### src/cache_params.svh
`ifndef CACHE_PARAMS_SVH
`define CACHE_PARAMS_SVH

// --------------------
// word and line geometry
// --------------------

// one LC-3b word is two bytes.
`define CACHE_WORD_WIDTH 16

// a line holds eight words.
`define CACHE_LINE_WIDTH 128

// address bits 15 down to 4 identify a line.
`define CACHE_TAG_WIDTH 12

// address bits 3 down to 1 pick the word within a line.
`define CACHE_OFFSET_WIDTH 3

`define CACHE_MASK_WIDTH 2  // one enable per byte of a word.

`endif

### src/lc3b_types.sv
`default_nettype none

`include "cache_params.svh"

package lc3b_types;

    typedef logic [`CACHE_WORD_WIDTH-1:0] lc3b_word;          // word or byte address.
    typedef logic [`CACHE_MASK_WIDTH-1:0] lc3b_mem_wmask;     // bit 0 is the low byte.
    typedef logic [`CACHE_LINE_WIDTH-1:0] lc3b_cacheline_word; // word 0 sits in the low bits.
    typedef logic [`CACHE_TAG_WIDTH-1:0] lc3b_cacheline_tag;
    typedef logic [`CACHE_OFFSET_WIDTH-1:0] lc3b_cacheline_offset;

    // --------------------
    // address decode
    // --------------------

    // field view of a CPU byte address, most significant field first.
    typedef struct packed {
        lc3b_cacheline_tag tag;
        lc3b_cacheline_offset offset;
        logic byte_sel;  // selects the byte within a word.
    } lc3b_address_fields;

    // the same 16 bits seen either as a raw word or split into fields.
    typedef union packed {
        lc3b_word word;
        lc3b_address_fields fields;
    } lc3b_address;

endpackage : lc3b_types

`default_nettype wire

### src/cacheline_if.sv
`timescale 1ns/100ps
`default_nettype none

`include "cache_params.svh"

interface cacheline_if;

    // --------------------
    // datapath to line
    // --------------------
    logic load;      // masked write of one word.
    logic load_all;  // whole line refill from memory.
    logic [`CACHE_TAG_WIDTH-1:0] tag_in;
    logic [`CACHE_OFFSET_WIDTH-1:0] offset;
    logic [`CACHE_MASK_WIDTH-1:0] byte_enable;
    logic [`CACHE_WORD_WIDTH-1:0] data_in;
    logic [`CACHE_LINE_WIDTH-1:0] data_all_in;

    // --------------------
    // line to datapath
    // --------------------
    logic hit;
    logic dirty;
    logic [`CACHE_TAG_WIDTH-1:0] tag_out;
    logic [`CACHE_WORD_WIDTH-1:0] data_out;       // word picked by offset.
    logic [`CACHE_LINE_WIDTH-1:0] data_all_out;   // whole line for a write-back.

    modport datapath (
        output load, load_all, tag_in, offset, byte_enable, data_in, data_all_in,
        input hit, dirty, tag_out, data_out, data_all_out
    );

    modport line (
        input load, load_all, tag_in, offset, byte_enable, data_in, data_all_in,
        output hit, dirty, tag_out, data_out, data_all_out
    );

endinterface : cacheline_if

`default_nettype wire

### src/cacheline_128.sv
`timescale 1ns/100ps
`default_nettype none

module cacheline_128 (
    input logic clk,
    input logic rst_n,
    cacheline_if.line port
);

    import lc3b_types::*;

    logic valid_bit;
    logic dirty_bit;
    lc3b_cacheline_tag tag_bits;
    lc3b_cacheline_word data_bits;
    lc3b_word old_word;
    lc3b_word merged_word;

    // --------------------
    // status bits
    // --------------------

    // a refill always leaves the line clean, so it wins over a word write.
    always_ff @(posedge clk) begin
        if (!rst_n) begin
            valid_bit <= 1'b0;
            dirty_bit <= 1'b0;
        end else if (port.load_all) begin
            valid_bit <= 1'b1;
            dirty_bit <= 1'b0;
        end else if (port.load) begin
            dirty_bit <= 1'b1;  // line now differs from memory.
        end
    end

    // --------------------
    // tag and data storage
    // --------------------
    always_ff @(posedge clk) begin
        if (port.load_all) begin
            tag_bits <= port.tag_in;
            data_bits <= port.data_all_in;
        end else if (port.load) begin
            data_bits[port.offset * $bits(lc3b_word) +: $bits(lc3b_word)] <= merged_word;
        end
    end

    // the current word at the requested offset.
    assign old_word = data_bits[port.offset * $bits(lc3b_word) +: $bits(lc3b_word)];

    // Only the enabled bytes take the CPU data, the rest keep their old value.
    always_comb begin
        merged_word = old_word;
        if (port.byte_enable[0]) begin
            merged_word[7:0] = port.data_in[7:0];
        end
        if (port.byte_enable[1]) begin
            merged_word[15:8] = port.data_in[15:8];
        end
    end

    // --------------------
    // outputs
    // --------------------
    assign port.hit = valid_bit && (tag_bits == port.tag_in);
    assign port.dirty = dirty_bit;
    assign port.tag_out = tag_bits;
    assign port.data_out = old_word;
    assign port.data_all_out = data_bits;

endmodule : cacheline_128

`default_nettype wire

### src/cache_datapath.sv
`timescale 1ns/100ps
`default_nettype none

module cache_datapath (
    input logic clk,
    input logic rst_n,

    // from control.
    input logic cacheline_sel,
    input logic tag_source_sel,
    input logic load,
    input logic load_all,
    input logic load_lru,
    input logic lru_in,

    // from the CPU.
    input lc3b_types::lc3b_word cpu_address,
    input lc3b_types::lc3b_word cpu_wdata,
    input lc3b_types::lc3b_mem_wmask byte_enable,

    // from memory.
    input lc3b_types::lc3b_cacheline_word mem_rdata,

    // to control.
    output logic hit_0,
    output logic hit_1,
    output logic hit_any,
    output logic dirty_out,
    output logic lru_out,

    // to the CPU and memory.
    output lc3b_types::lc3b_word cpu_rdata,
    output lc3b_types::lc3b_word mem_address,
    output lc3b_types::lc3b_cacheline_word mem_wdata
);

    import lc3b_types::*;

    lc3b_address cpu_addr;
    lc3b_address line_addr;
    lc3b_cacheline_tag victim_tag;
    logic lru_bit;

    cacheline_if line0_if ();
    cacheline_if line1_if ();

    always_comb cpu_addr.word = cpu_address;  // split into tag and offset below.

    // --------------------
    // LRU register
    // --------------------

    // it names the way to evict next.
    always_ff @(posedge clk) begin
        if (!rst_n) begin
            lru_bit <= 1'b0;
        end else if (load_lru) begin
            lru_bit <= lru_in;
        end
    end

    assign lru_out = lru_bit;

    // --------------------
    // line inputs
    // --------------------

    // both ways see the same request; only the selected way gets a load strobe.
    assign line0_if.load = load & ~cacheline_sel;
    assign line1_if.load = load & cacheline_sel;
    assign line0_if.load_all = load_all & ~cacheline_sel;
    assign line1_if.load_all = load_all & cacheline_sel;

    assign line0_if.tag_in = cpu_addr.fields.tag;
    assign line1_if.tag_in = cpu_addr.fields.tag;
    assign line0_if.offset = cpu_addr.fields.offset;
    assign line1_if.offset = cpu_addr.fields.offset;
    assign line0_if.byte_enable = byte_enable;
    assign line1_if.byte_enable = byte_enable;
    assign line0_if.data_in = cpu_wdata;
    assign line1_if.data_in = cpu_wdata;
    assign line0_if.data_all_in = mem_rdata;
    assign line1_if.data_all_in = mem_rdata;

    cacheline_128 line0 (
        .clk,
        .rst_n,
        .port(line0_if.line)
    );

    cacheline_128 line1 (
        .clk,
        .rst_n,
        .port(line1_if.line)
    );

    // --------------------
    // result selection
    // --------------------
    assign hit_0 = line0_if.hit;
    assign hit_1 = line1_if.hit;
    assign hit_any = hit_0 | hit_1;

    assign cpu_rdata = cacheline_sel ? line1_if.data_out : line0_if.data_out;
    assign mem_wdata = cacheline_sel ? line1_if.data_all_out : line0_if.data_all_out;
    assign dirty_out = lru_bit ? line1_if.dirty : line0_if.dirty;  // victim is the LRU way.
    assign victim_tag = cacheline_sel ? line1_if.tag_out : line0_if.tag_out;

    // A write-back goes to the stored tag, a refill to the CPU tag.
    always_comb begin
        line_addr.fields.tag = tag_source_sel ? cpu_addr.fields.tag : victim_tag;
        line_addr.fields.offset = '0;  // memory moves whole lines.
        line_addr.fields.byte_sel = 1'b0;
    end

    assign mem_address = line_addr.word;

endmodule : cache_datapath

`default_nettype wire

### src/cache_control.sv
`timescale 1ns/100ps
`default_nettype none

module cache_control (
    input logic clk,
    input logic rst_n,

    // CPU request levels.
    input logic cpu_read,
    input logic cpu_write,

    // status from the datapath.
    input logic hit_0,
    input logic hit_1,
    input logic hit_any,
    input logic dirty_out,
    input logic lru_out,

    input logic mem_resp,

    // datapath controls.
    output logic cacheline_sel,
    output logic tag_source_sel,
    output logic load,
    output logic load_all,
    output logic load_lru,
    output logic lru_in,

    // handshake strobes.
    output logic cpu_resp,
    output logic mem_read,
    output logic mem_write
);

    // --------------------
    // state encoding
    // --------------------
    localparam logic [1:0] CHECK = 2'd0;
    localparam logic [1:0] WRITEBACK = 2'd1;
    localparam logic [1:0] ALLOCATE = 2'd2;

    logic [1:0] state;
    logic [1:0] next_state;
    logic request;

    assign request = cpu_read | cpu_write;

    always_ff @(posedge clk) begin
        if (!rst_n) begin
            state <= CHECK;
        end else begin
            state <= next_state;
        end
    end

    // --------------------
    // next state and outputs
    // --------------------
    always_comb begin
        next_state = state;
        cacheline_sel = lru_out;  // the miss states always work on the victim way.
        tag_source_sel = 1'b0;
        load = 1'b0;
        load_all = 1'b0;
        load_lru = 1'b0;
        lru_in = 1'b0;
        cpu_resp = 1'b0;
        mem_read = 1'b0;
        mem_write = 1'b0;

        case (state)
            CHECK: begin
                cacheline_sel = hit_1;  // read from whichever way matched.
                if (request) begin
                    if (hit_any) begin
                        cpu_resp = 1'b1;
                        load_lru = 1'b1;
                        lru_in = hit_0;      // point at the way that did not hit.
                        load = cpu_write;    // commits at the closing edge.
                    end else if (dirty_out) begin
                        next_state = WRITEBACK;
                    end else begin
                        next_state = ALLOCATE;
                    end
                end
            end

            WRITEBACK: begin
                // the victim line leaves under its own stored tag.
                mem_write = 1'b1;
                if (mem_resp) begin
                    next_state = ALLOCATE;
                end
            end

            ALLOCATE: begin
                tag_source_sel = 1'b1;  // fetch the line the CPU asked for.
                mem_read = 1'b1;
                if (mem_resp) begin
                    load_all = 1'b1;
                    next_state = CHECK;  // the retried request now hits.
                end
            end

            default: begin
                next_state = CHECK;
            end
        endcase
    end

endmodule : cache_control

`default_nettype wire

### src/cache.sv
`timescale 1ns/100ps
`default_nettype none

module cache (
    input logic clk,
    input logic rst_n,

    // --------------------
    // CPU side
    // --------------------
    input logic cpu_read,
    input logic cpu_write,
    input lc3b_types::lc3b_word cpu_address,
    input lc3b_types::lc3b_word cpu_wdata,
    input lc3b_types::lc3b_mem_wmask cpu_wmask,
    output lc3b_types::lc3b_word cpu_rdata,
    output logic cpu_resp,

    // --------------------
    // memory side
    // --------------------
    output logic mem_read,
    output logic mem_write,
    output lc3b_types::lc3b_word mem_address,
    output lc3b_types::lc3b_cacheline_word mem_wdata,
    input lc3b_types::lc3b_cacheline_word mem_rdata,
    input logic mem_resp
);

    // control to datapath.
    logic cacheline_sel;
    logic tag_source_sel;
    logic load;
    logic load_all;
    logic load_lru;
    logic lru_in;

    // datapath back to control.
    logic hit_0;
    logic hit_1;
    logic hit_any;
    logic dirty_out;
    logic lru_out;

    cache_control control (
        .clk,
        .rst_n,
        .cpu_read,
        .cpu_write,
        .hit_0,
        .hit_1,
        .hit_any,
        .dirty_out,
        .lru_out,
        .mem_resp,
        .cacheline_sel,
        .tag_source_sel,
        .load,
        .load_all,
        .load_lru,
        .lru_in,
        .cpu_resp,
        .mem_read,
        .mem_write
    );

    cache_datapath datapath (
        .clk,
        .rst_n,
        .cacheline_sel,
        .tag_source_sel,
        .load,
        .load_all,
        .load_lru,
        .lru_in,
        .cpu_address,
        .cpu_wdata,
        .byte_enable(cpu_wmask),
        .mem_rdata,
        .hit_0,
        .hit_1,
        .hit_any,
        .dirty_out,
        .lru_out,
        .cpu_rdata,
        .mem_address,
        .mem_wdata
    );

endmodule : cache

`default_nettype wire

### config.mk
export PLATFORM = sky130hd
export DESIGN_NAME = cache
export DESIGN_NICKNAME = d
export VERILOG_FILES = /design/src/lc3b_types.sv /design/src/cacheline_if.sv /design/src/cacheline_128.sv /design/src/cache_datapath.sv /design/src/cache_control.sv /design/src/cache.sv
export VERILOG_INCLUDE_DIRS = /design/src /design/src/src
export SDC_FILE = /design/constraint.sdc
export NUM_CORES = 1
export LEC_CHECK = 0
export ABC_AREA = 0
export BUFFER_PORTS_ARGS = -buffer_cell sky130_fd_sc_hd__buf_2
export CAP_MARGIN = 25
export CORE_MARGIN = 1.5
export CORE_UTILIZATION = 57
export DETAILED_ROUTE_END_ITERATION = 8
export GPL_TIMING_DRIVEN = 0
export PLACE_DENSITY = 0.82
export SYNTH_ARGS = -nofsm -noshare
export SYNTH_HDL_FRONTEND = slang
export SYNTH_SLANG_ARGS = --single-unit
### constraint.sdc
create_clock -name clk -period 4.9 [get_ports clk]
set_input_delay 0.245 -clock clk [delete_from_list [all_inputs] [get_ports clk]]
set_output_delay 0.245 -clock clk [all_outputs]
set_load 0.01 [all_outputs]
Yosys cells after proc, flatten, opt, wreduce, memory -nomap -nowiden

Index checks and enable logic that the tools add are counted.

Flip-flop bits (word level): 287
Latch bits: 0
Memory bits (writable): 0
ROM bits: 0
Bits of input ports: 167
Output and inout bits: 163
Word-level logic and storage cells: 75
Memories: 0

Add/sub/neg operators: 1
$mul: 0
Divide/modulo/power cells: 0
Order comparisons: 0
Equality and inequality tests: 8
Shift-type cells: 5
Mux-type cells: 35
Bitwise logic cells: 8
Reduce and logical (&&, ||, !) cells: 8

Operators by type and width:

| cell                                                    | number |
|---|---|
| 2-to-1 mux 128 bit                                      | 5 |
| bitwise mux 128 bit                                     | 2 |
| variable part select 128 x 8 -> 16 bit                  | 2 |
| variable part select 16 x 34 -> 128 bit                 | 2 |
| variable shift 16 x 34 -> 128 bit, first input constant | 1 |
| negator 7 -> 34 bit                                     | 1 |
| 2-to-1 mux 8 bit                                        | 4 |
| == test 12 bit                                          | 2 |
| 2-to-1 mux 12 bit                                       | 2 |
| 2-to-1 mux 16 bit                                       | 1 |
| 2-to-1 mux 1 bit                                        | 15 |
| 2-to-1 mux 2 bit                                        | 5 |
| inequality test 2 bit, second input constant            | 3 |
| case mux 2 bit (3 select lines)                         | 1 |
| bitwise AND 1 bit                                       | 4 |
| AND reduction 4 bit                                     | 1 |
| nonzero test 2 bit                                      | 2 |
| OR reduction 2 bit                                      | 2 |
| == test 2 x 1 -> 1 bit, second input constant           | 1 |
| == test 2 bit, second input constant                    | 1 |
| logical AND 1 bit                                       | 2 |
| zero test 2 bit                                         | 1 |
| inequality test 2 x 1 -> 1 bit, second input constant   | 1 |
| inverter 1 bit                                          | 2 |
| OR 1 bit                                                | 2 |

Logic depth before layout (Yosys ltp)

Gate-level depths: netlist (run 1).

Depth in word-level cells: 9
Gate-level depth with buffers: 12
Gate-level depth less buffers: 8

Hierarchy

Synthesis (run 1) repeated with hierarchy kept, for this count alone.

Cell total of the unflattened synthesis: 1602
Area total of the unflattened synthesis: 19616.3 sq um

By module, submodules not included:

| module                          | instances | cells each | area each (sq um) | seq. area each (sq um) |
|---|---|---|---|---|
| cacheline_128 at datapath.line0 | 1         | 684        | 8531.9            | 4244.1 |
| cacheline_128 at datapath.line1 | 1         | 684        | 8449.4            | 4244.1 |
| cache_datapath                  | 1         | 214        | 2451.1            | 20.0 |
| cache_control                   | 1         | 20         | 183.9             | 40.0 |

Worst setup path after synthesis (run 1)

OpenSTA, ideal clock, no wires.

Kind: in2reg
Start: input cpu_address[2]
End: register datapath.line0.data_bits[64] (netlist: datapath.line0.port.data_all_out[64]), enable pin
Setup time: 0.411 ns
Arrival: 3.833 ns
Data required time: 4.489 ns
Path slack: 0.656 ns
Cell stages on the path: 12
Buffers on the path: 6
Path through: buf_2 > buf_2 > buf_1 > inv_1 > ha_1 > ha_1 > clkbuf_1 > nand2_1 > or4_1 > clkbuf_1 > clkbuf_1 > o21ai_0

RTL lines:

| item                          | RTL line            | text |
|---|---|---|
| start, declared               | cache.sv:13         | `input lc3b_types::lc3b_word cpu_address,` |
| end signal, assigned          | cacheline_128.sv:42 | `data_bits <= port.data_all_in;` |
| end signal, assigned by index | cacheline_128.sv:44 | `data_bits[port.offset * $bits(lc3b_word) +: $bits(lc3b_word)] <= merged_word;` |
| end, declared                 | cacheline_128.sv:15 | `lc3b_cacheline_word data_bits;` |

==> key figures, run 1 <==
Timing
  • RSZ-0062 raised after global routing: no
  • F_max: 202.3 MHz
  • Setup slack after layout: -0.04241 ns
  • Max_slew headroom: 25.14%
  • Layout Skew: 0.01610 ns
  • Final Hold Fails: 0
  • Crit share post-route: 100.9%
  • Slew Viols, Final: 0
  • Post-layout min period: 4.942 ns
  • Setup Viol. Count Final: 16
  • Transition time of the tightest slew-check pin: 1.123 ns

Die
  • Die width: 180.8 um
  • Die Area: 32670 um^2
  • Ports: 330
  • Initial core utilization: 58.42%
  • Die Ht: 180.8 um
  • Placeable Area: 30830 um^2
  • Std cell rows: 64

Setup path
  • Setup crit end kind: flip-flop
  • Critical path peak fanout: 10
  • Kind of critical path: input pin to flip-flop
  • Required time of the worst setup path: 5.12 ns
  • Nature of the critical path startpoint: input pin
  • Crit path DAT: 5.17 ns

GRT
  • Largest net degree at the start of global routing: 22
  • Vias in the first global route: 17.16k
  • Grt ovf: 0
  • Gr usage total: 48.15%
  • Initial antenna violation count: 2
  • First-pass GRT wire length: 112700 um

Job
  • Max-cap violations: 0

Logic synthesis
  • Seq cells post-synth: 287
  • EDFF count, synth: 280
  • Syn Inst Count: 1487
  • Sequential fraction of the synthesis area: 47.46%
  • Ys flop type: edfxtp_1
  • Post-synth top area cell: edfxtp_1
  • Most frequent cells after synthesis: 280 x edfxtp_1, 208 x mux2_2, 146 x nand4_1
  • Top-area cell type share of the netlist area: 46.68%
  • Post-synth ARST share: 0%
  • Netlist cell types: 43
  • Ranking of synthesized cells by area: edfxtp_1 47%, mux2_2 13%, mux4_2 8.0%, o31ai_1 5.3%, nand4_1 5.1%
  • Syn. warnings: 0
  • Most common cell in the netlist: edfxtp_1
  • Syn_area_per_cell: 12.11 um^2
  • Synth Cell Area: 18010 um^2

Place
  • RD Place Congestion: 1.019
  • Hpwl dp: 58480 um
  • Area after DPL: 20530 um^2
  • Pre-CTS WS: -0.2297 ns
  • Buffers on Ports: 324

Clocking
  • TritonCTS Buffers: 34
  • Setup Fix Bufs, Post-CTS: 0
  • Clock tree buffer depth: 3
  • H-tree Lvls: 2
  • CTS Sinks: 287
  • Worst-Skew Late Latency: 0.53 ns
  • CTS tree: built
  • CTS clk-pin slew, worst paths: 0.06 ns
  • Root Driver: clkbuf_16

Finish
  • Area grow syn2layout: 20.45%
  • Layout cells sized above 1: 39.08%
  • Layout Nets: 2052
  • Design area: 21690 um^2

Pwr
  • Overall Power: 0.006288 W
  • PD cells: 289.9 nW/um^2
  • Worst vdd ir: 0.3000 mV
  • Leak: 7.849 nW

Detailed routing
  • WL/cell: 34.69 um
  • Routed vias: 17.23k
  • Met2 wire length: 34540 um
  • Routed vias/inst: 7.489
  • Met3 WL: 12340 um
  • Max layer used: met5
  • DRC Markers: 0
  • WL final: 79820 um
  • DR pass1 iterations: 6
  • DRT antenna net count: 0
  • Initial DRC Count: 3109
  • Met1 wire length: 26370 um

Run status
  • Outcome: finished, violations left
  • Violated checks: negative setup slack

Worst hold path
  • Hold crit path type: input pin to flip-flop
[report_power, final]
part / total, W / internal, W / switching (W)
Clock: 0.00253 / 0.00147 / 0.00106
Sequential: 0.00278 / 0.00275 / 0.0000315
Combinational: 0.000976 / 0.000350 / 0.000627
[cell type report]
type                            instances  area, um^2
Sequential cell                       287        8548
Fill cell                            2249        9135
Buffer                                161       730.7
Inverter                               11       41.29
Timing Repair Buffer                  354        2042
Tap cell                              396       495.5
Antenna cell                            1       2.502
Clock buffer                           44       909.6
Multi-Input combinational cell       1031        8768
Clock inverter                         16       156.4
[metrics by stage]
stage	utilization, %	cells	hold slack [ns]	setup TNS [ns]
floorplan	-	1490	0.3439	0
global placement	65.32	2210	0.4501	-213.22
detailed placement	66.58	2230	0.4566	-7.687
CTS	70.30	2298	0.001521	0
global route	70.36	2300	0.002112	0
finish	70.37	2301	0.002537	-0.3995
[per-layer routing]
| metal | track usage, % | up-vias |
|---|---|---|
| met2 | 72.26 | 1904 |
| met5 | 0 | - |
| met4 | 33.24 | 2 |
| li1 | - | 6679 |
| met1 | 59.77 | 8228 |
| met3 | 14.92 | 420 |
[state kept, by name, summed over array words and instances, names as in the netlist]
name and flops:
datapath.line0.port.data_all_out 128, datapath.line1.port.data_all_out 128, datapath.line1.valid_bit 1, datapath.line1.port.dirty 1, datapath.line1.port.tag_out 12, datapath.lru_out 1, datapath.line0.port.tag_out 12, datapath.line0.port.dirty 1
datapath.line0.valid_bit 1, control.state 2
[final timing paths]
check / start / end / slack [ns] / depth (start not counted)
min: cpu_address[13] / datapath.line0.port.tag_out[9] / 0.003 / 1
max: cpu_address[2] / datapath.line0.port.data_all_out[69] / -0.04 / 14
max reg2reg: control.state[0] / datapath.line1.port.data_all_out[114] / 1.06 / 10
min reg2reg: datapath.line0.valid_bit / datapath.line0.valid_bit / 0.47 / 1
[layout by cell type, fill, tap and decap left out, types with 8 or more instances in the layout]
cell type      count
a21boi_1          16
buf_1             11
buf_2            357
buf_4             24
buf_8             12
clkbuf_1         105
clkbuf_16         35
dlygate4sd3_1      8
edfxtp_1         280
inv_1              9
mux2_2           208
mux2i_1           50
mux4_2            64
nand2_1          113
nand2b_1          18
nand3_1           11
nand4_1          146
nor2b_1           81
o211ai_1          60
o21ai_0           40
o21ai_1           12
o21ai_2            8
o21bai_2           8
o31ai_1          128
xnor2_1           24
[kinds of logic (layout without fill, tap and decap cells)]
family	Yosys count	in the layout	synth area share (%)
other cells	1	5	0.02082
compound gates	280	280	10.82
xor+xnor	24	24	1.167
buf+inv	172	586	4.286
mux	322	322	23.79
simple gates	396	396	12.12
flops	287	287	47.46
fa+ha+maj	5	5	0.3473
[worst max-delay path, cell delays in order]
cell      delay, ns
buf_2          0.18
buf_2          0.40
buf_2          0.45
buf_1          0.72
inv_1          0.23
ha_1           0.25
ha_1           0.26
clkbuf_1       0.30
nand2_1        0.13
or4_1          0.43
clkbuf_1       0.28
clkbuf_1       0.40
o21ai_2        0.61
buf_6          0.25
[repair_timing]
action | in CTS | in global routing
resized for setup | 0 | 0
endpoints found under the hold margin | 16 | 0
hold buffers | 8 | 0
Power figures use the tool's default switching activity.
==> run 2: changes to the inputs <==
--- a/config.mk
+++ b/config.mk
@@ -13,6 +13,7 @@
 export CORE_UTILIZATION = 57
 export DETAILED_ROUTE_END_ITERATION = 8
 export GPL_TIMING_DRIVEN = 0
+export MAX_ROUTING_LAYER = met4
 export PLACE_DENSITY = 0.82
 export SYNTH_ARGS = -nofsm -noshare
 export SYNTH_HDL_FRONTEND = slang
==> run 2 against run 1 <==
Effect of this change:
- the run ends with negative hold slack left
- utilization rose by 0.19 points
- maximum frequency rose by 14%
- highest routed layer is now met4
- clock power rose by 7%
- critical path type unchanged
- cell count barely moved
- routed wire length fell by 0.74%
- worst setup slack improved by 0.61 ns
- worst hold slack got worse by 0.0045 ns
- non-clock buffer count fell by 1
- sequential power barely moved
- global-route usage rose by 1.1 points
- largest cell class unchanged
==> key figures, run 2 (synthesized netlist as in run 1, its figures left out) <==
Timing
  • Final Hold Fails: 1 (+1)
  • Fin Hold WS: -0.001972 ns (-0.004509 ns)
  • Crit share post-route: 88.33% (-13 points)
  • Max_slew headroom: 20.58% (-4.6 points)
  • Setup Viol. Count Final: 0 (-16)
  • Layout Skew: 0.01910 ns (+0.002999 ns)
  • F_max: 231.0 MHz (+14%)
  • Post-layout min period: 4.328 ns (-0.6142 ns)
  • RSZ-0062 raised after global routing: no
  • Transition time of the tightest slew-check pin: 1.191 ns (+0.06836 ns)
  • Setup slack after layout: 0.5718 ns (+0.6142 ns)
  • Slew Viols, Final: 0 (unchanged)

Clocking
  • CTS Sinks: 287 (unchanged)
  • Setup Fix Bufs, Post-CTS: 0 (unchanged)
  • Clock tree buffer depth: 3 (unchanged)
  • PostCTS Resize Cnt: 0 (unchanged)
  • H-tree Lvls: 2 (unchanged)
  • CTS tree: built
  • TritonCTS Buffers: 35 (+2.9%)
  • CTS clk-pin slew, worst paths: 0.06 ns (about the same)
  • Worst-Skew Late Latency: 0.54 ns (about the same)
  • Root Driver: clkbuf_16

Pwr
  • Clock share of power: 42.0% (+1.7 points)
  • Part of the power in registers: 43.0% (-1.2 points)
  • P_int: 0.004718 W (+3.3%)
  • Worst vdd ir: 0.2621 mV (-13%)
  • PD cells: 297.0 nW/um^2 (+2.5%)
  • Comb power frac: 15.0% (-0.5 points)
  • Net Sw Frac: 26.98% (-0.36 points)
  • Leak: 7.874 nW (+0.33%)
  • P_sw: 0.001744 W (+1.4%)

GRT
  • Largest net degree at the start of global routing: 22 (unchanged)
  • Vias in the first global route: 16.95k (-1.2%)
  • Grt ovf: 0 (unchanged)
  • First-pass GRT wire length: 111700 um (-0.91%)
  • Gr usage total: 49.28% (+1.1 points)
  • Initial antenna violation count: 0 (-2)

Setup path
  • Nature of the critical path startpoint: input pin
  • Required time of the worst setup path: 5.14 ns (+0.02 ns)
  • Crit path DAT: 4.57 ns (-0.60 ns)
  • Setup crit end kind: flip-flop
  • Kind of critical path: input pin to flip-flop
  • Critical path peak fanout: 19 (+9)

Die
  • Die Area: 32670 um^2 (unchanged)
  • Std cell rows: 64 (unchanged)
  • Placeable Area: 30830 um^2 (unchanged)
  • Die width: 180.8 um (unchanged)
  • Ports: 330 (unchanged)
  • Initial core utilization: 58.42% (unchanged)
  • Die Ht: 180.8 um (unchanged)

Place
  • Buffers on Ports: 324 (unchanged)
  • Hpwl dp: 59240 um (+1.3%)
  • Area after DPL: 20490 um^2 (-0.16%)
  • Pre-CTS WS: -0.2864 ns (-0.05666 ns)
  • RD Place Congestion: 1.036 (+1.7%)

Finish
  • Area grow syn2layout: 20.78%
  • Layout cells sized above 1: 39.02% (-0.053 points)
  • Layout Nets: 2052 (unchanged)
  • Fin util: 70.56% (+0.19 points)
  • Most frequent cells in the layout: 356 x buf_2, 280 x edfxtp_1, 208 x mux2_2
  • Design area: 21750 um^2 (+0.28%)
  • Leading cell type in the layout, fill and taps excluded: buf_2
  • Inserted Diodes: 0 (-1)

Worst hold path
  • Hold crit path type: input pin to flip-flop

Run status
  • Outcome: finished, violations left
  • Violated checks: negative hold slack

Detailed routing
  • WL final: 79230 um (-0.74%)
  • DRT antenna net count: 0 (unchanged)
  • Routed vias: 17.11k (-0.70%)
  • Initial DRC Count: 3036 (-2.3%)
  • DRC Markers: 0 (unchanged)
  • DR pass1 iterations: 6 (unchanged)
  • WL/cell: 34.45 um (-0.69%)
  • Routed vias/inst: 7.440 (-0.66%)

Job
  • Max-cap violations: 0 (unchanged)
## run 2: cell count changes in the layout (fill, tap and decap cells not counted), sizes merged, moves of 2 or more
cell / previous run / this run
clkinv: 11 / 7
buf: 411 / 408
dlygate4sd3: 8 / 10
clkbuf: 140 / 142
bufinv: 3 / 5
inv: 12 / 14
## run 2: worst paths after layout
path	startpoint	to	slack (ns)	depth (start not counted)
setup / recovery	cpu_address[2]	datapath.line0.port.data_all_out[69]	0.57	13
hold / removal	rst_n	datapath.line0.valid_bit	-0.002	2
setup reg to reg	datapath.line0.port.tag_out[0]	datapath.line0.port.data_all_out[81]	0.81	6
hold reg to reg	datapath.line0.port.dirty	datapath.line0.port.dirty	0.47	2
## run 2: cell type report
cell class              instances  area, um^2
repair buffers                354        2017
plain buffers                 160       726.9
fillers                      2268        9075
inverters                      11       41.29
clock buffers                  46       938.4
multi-input cells            1031        8768
well taps                     396       495.5
clock inverters                15       219.0
flip-flops and latches        287        8548
## run 2: metrics by stage
stage	TNS [ns]	cells	power (W)
CTS	0	2300	0.006372
detailed placement	-8.941	2229	0.003743
global route	0	2300	0.006535
global placement	-218.05	2210	0.003711
floorplan	0	1490	0.003296
finish	0	2300	0.006462
## run 2: what timing repair did
| action | 4_1_cts | 5_1_grt |
|---|---|---|
| setup endpoints to repair | 0 | 17 |
| hold endpoints to repair | 20 | 0 |
| hold buffers | 10 | 0 |
## run 2: critical path: stages
cell,delay [ns]
buf_2,0.16
buf_2,0.37
buf_2,0.63
inv_1,0.17
ha_1,0.23
ha_1,0.26
clkbuf_1,0.31
nand2_1,0.14
or4_1,0.42
clkbuf_1,0.30
clkbuf_1,0.42
o21ai_2,0.64
buf_6,0.25
## run 2: routing by layer
layer	track usage [%]	vias to the layer above	share of wire, %
met5	-	-	0
met4	33.14	0	8.2
met3	15.30	453	16
met2	71.04	1929	43
met1	59.56	8043	33
li1	-	6687	-
## run 2: power by group through the flow
stage / combinational (W) / sequential [W] / clock [W]
4_1_cts: 0.000924 / 0.00278 / 0.00267
5_1_grt: 0.000987 / 0.00278 / 0.00277
6_report: 0.000971 / 0.00278 / 0.00271
3_3_place_gp: 0.000880 / 0.00283 / 0
3_5_place_dp: 0.000914 / 0.00283 / 0
2_1_floorplan: 0.000479 / 0.00282 / 0
==> run 3: changes to the inputs <==
--- a/config.mk
+++ b/config.mk
@@ -9,7 +9,7 @@
 export ABC_AREA = 0
 export BUFFER_PORTS_ARGS = -buffer_cell sky130_fd_sc_hd__buf_2
 export CAP_MARGIN = 25
-export CORE_MARGIN = 1.5
+export CORE_MARGIN = 5
 export CORE_UTILIZATION = 57
 export DETAILED_ROUTE_END_ITERATION = 8
 export GPL_TIMING_DRIVEN = 0
==> run 3 against run 2 <==
Effect of this change:
- the flow finishes with violations (negative setup slack)
- die area rose by 7.9%
- sequential share of layout area fell by 0.28 points
- worst hold slack improved by 0.0026 ns
- via count rose by 0.17%
- critical path depth rose by 1
- maximum frequency is 12% lower
- highest routed layer unchanged
==> key figures, run 3 (synthesized netlist as in run 1, its figures left out) <==
Place
  • Hpwl dp: 61110 um (+3.2%)
  • RD Place Congestion: 1.062 (+2.5%)
  • Inst Count DP: 2234 (+0.22%)
  • Pre-CTS WS: -0.2146 ns (+0.07181 ns)
  • Area after DPL: 20510 um^2 (about the same)
  • Buffers on Ports: 324 (unchanged)

GRT
  • GRT Max-Usage Layer: met2
  • Met3 Use GR: 14.28% (-1.0 points)
  • First-pass GRT wire length: 116300 um (+4.1%)
  • Vias in the first global route: 17.36k (+2.4%)
  • Grt ovf: 0 (unchanged)
  • Gr usage total: 46.42% (-2.9 points)
  • Met2 usage: 68.39% (-2.7 points)
  • Routing usage on met1: 57.31% (-2.3 points)
  • Initial antenna violation count: 1 (+1)
  • Largest net degree at the start of global routing: 22 (unchanged)

Die
  • Die Area: 35250 um^2 (+7.9%)
  • Initial core utilization: 57.37% (-1.0 points)
  • Die Ht: 187.8 um (+3.9%)
  • Placeable Area: 31390 um^2 (+1.8%)
  • Ports: 330 (unchanged)
  • Std cell rows: 65 (+1.6%)
  • Die width: 187.8 um (+3.9%)

Detailed routing
  • WL/cell: 35.51 um (+3.1%)
  • WL final: 82100 um (+3.6%)
  • Routed vias/inst: 7.414 (-0.35%)
  • Routed vias: 17.14k (+0.17%)
  • DRC Markers: 0 (unchanged)
  • Initial DRC Count: 2956 (-2.6%)
  • DRT antenna net count: 0 (unchanged)
  • DR pass1 iterations: 6 (unchanged)

Finish
  • Fin util: 69.80% (-0.77 points)
  • Most frequent cells in the layout: 356 x buf_2, 280 x edfxtp_1, 208 x mux2_2
  • Layout Cells excl Fill: 2312 (+0.52%)
  • Layout Nets: 2054 (+0.097%)
  • Leading cell type in the layout, fill and taps excluded: buf_2
  • Layout cells sized above 1: 39.36% (+0.34 points)
  • Filler Cells Inserted: 2320 (+2.3%)
  • Area grow syn2layout: 21.65%
  • Design area: 21910 um^2 (+0.72%)

Timing
  • Slew Viols, Final: 0 (unchanged)
  • Transition time of the tightest slew-check pin: 1.191 ns (+0.0001231 ns)
  • Post-layout min period: 4.917 ns (+0.5892 ns)
  • Max_slew headroom: 19.91% (-0.67 points)
  • F_max: 203.4 MHz (-12%)
  • Final Hold Fails: 0 (-1)
  • Setup slack after layout: -0.01746 ns (-0.5892 ns)
  • Crit share post-route: 100.4% (+12 points)
  • Setup Viol. Count Final: 15 (+15)
  • Layout Skew: 0.01631 ns (-0.002783 ns)
  • RSZ-0062 raised after global routing: no

Clocking
  • Setup Fix Bufs, Post-CTS: 0 (unchanged)
  • Worst-Skew Late Latency: 0.54 ns (about the same)
  • Root Driver: clkbuf_16
  • CTS tree: built
  • CTS Sinks: 287 (unchanged)
  • H-tree Lvls: 2 (unchanged)
  • TritonCTS Buffers: 34 (-2.9%)
  • Clock tree buffer depth: 3 (unchanged)
  • CTS clk-pin slew, worst paths: 0.06 ns (about the same)

Setup path
  • Worst r2r src: datapath.line1.port.tag_out[11]
  • Setup crit start: cpu_address[2]
  • FF-to-FF setup slack: 0.91 ns (+0.10 ns)
  • Crit path DAT: 5.15 ns (+0.58 ns)
  • Required time of the worst setup path: 5.13 ns (about the same)
  • Nature of the critical path startpoint: input pin
  • Kind of critical path: input pin to flip-flop
  • Setup crit end kind: flip-flop
  • Critical path peak fanout: 10 (-9)

Worst hold path
  • Hold crit path type: input pin to flip-flop
  • Min-delay src: rst_n

Run status
  • Outcome: finished, violations left
  • Violated checks: negative setup slack

Pwr
  • Leak: 7.943 nW (+0.87%)
  • Worst vdd ir: 0.3362 mV (+28%)
  • PD cells: 303.6 nW/um^2 (+2.2%)

Job
  • Max-cap violations: 0 (unchanged)
run 3: cell types whose count changed in the layout (fill, tap and decap cells not counted), sizes merged, moves of 2 or more:
cell | before | now
bufinv | 5 | 8
clkbuf | 142 | 136
clkinv | 7 | 11
clkinvlp | 0 | 2
diode | 0 | 2
dlygate4sd3 | 10 | 12
run 3: power by group:
part           leakage [nW]  total [W]  switching [W]  internal, W
logic                  4.67   0.000971       0.000623     0.000348
clock network         0.612    0.00290        0.00111      0.00180
registers              2.66    0.00278      0.0000315      0.00275
total                  7.94    0.00665        0.00176      0.00489
run 3: worst max-delay path, cell delays in order:
cell and delay [ns]:
buf_2 0.13, buf_2 0.39, buf_2 0.46, buf_1 0.79
inv_1 0.20, ha_1 0.25, ha_1 0.26, clkbuf_1 0.21
nand2b_1 0.21, or3_1 0.30, clkbuf_1 0.35, clkbuf_1 0.43
o21bai_2 0.64, buf_8 0.26
run 3: cell type report:
type | instances | area [um^2] | area share, %
well taps | 402 | 503.0 | 2.296
clock inverters | 23 | 325.3 | 1.485
plain buffers | 161 | 732.0 | 3.341
clock buffers | 39 | 933.4 | 4.260
repair buffers | 356 | 2054 | 9.376
flip-flops and latches | 287 | 8548 | 39.01
inverters | 11 | 41.29 | 0.1884
multi-input cells | 1031 | 8768 | 40.02
diodes | 2 | 5.005 | 0.02284
run 3: path summary, 6_finish.rpt:
path                                          end  cells after the start
max          datapath.line1.port.data_all_out[13]                     14
min                      datapath.line0.valid_bit                      2
max reg2reg  datapath.line1.port.data_all_out[51]                      6
min reg2reg             datapath.line0.port.dirty                      2
run 3: what timing repair did:
action | in CTS | in global routing
hold endpoints to repair | 23 | 0
setup endpoints to repair | 0 | 0
hold buffers | 12 | 0
resized for setup | 0 | 0
run 3: routing by layer:
layer,share of wire (%),vias up
li1,-,6696
met1,34,8221
met2,44,1808
met3,15,416
met4,7.5,0
met5,0,-
run 3: per-stage QoR:
step	hold slack (ns)	TNS, ns	power (W)
3_3_place_gp	0.4467	-211.32	0.003719
5_1_grt	0.01454	0	0.006747
4_1_cts	0.001284	0	0.006576
2_1_floorplan	0.3439	0	0.003296
6_report	0.0006712	-0.1401	0.006653
3_5_place_dp	0.4585	-6.666	0.003747
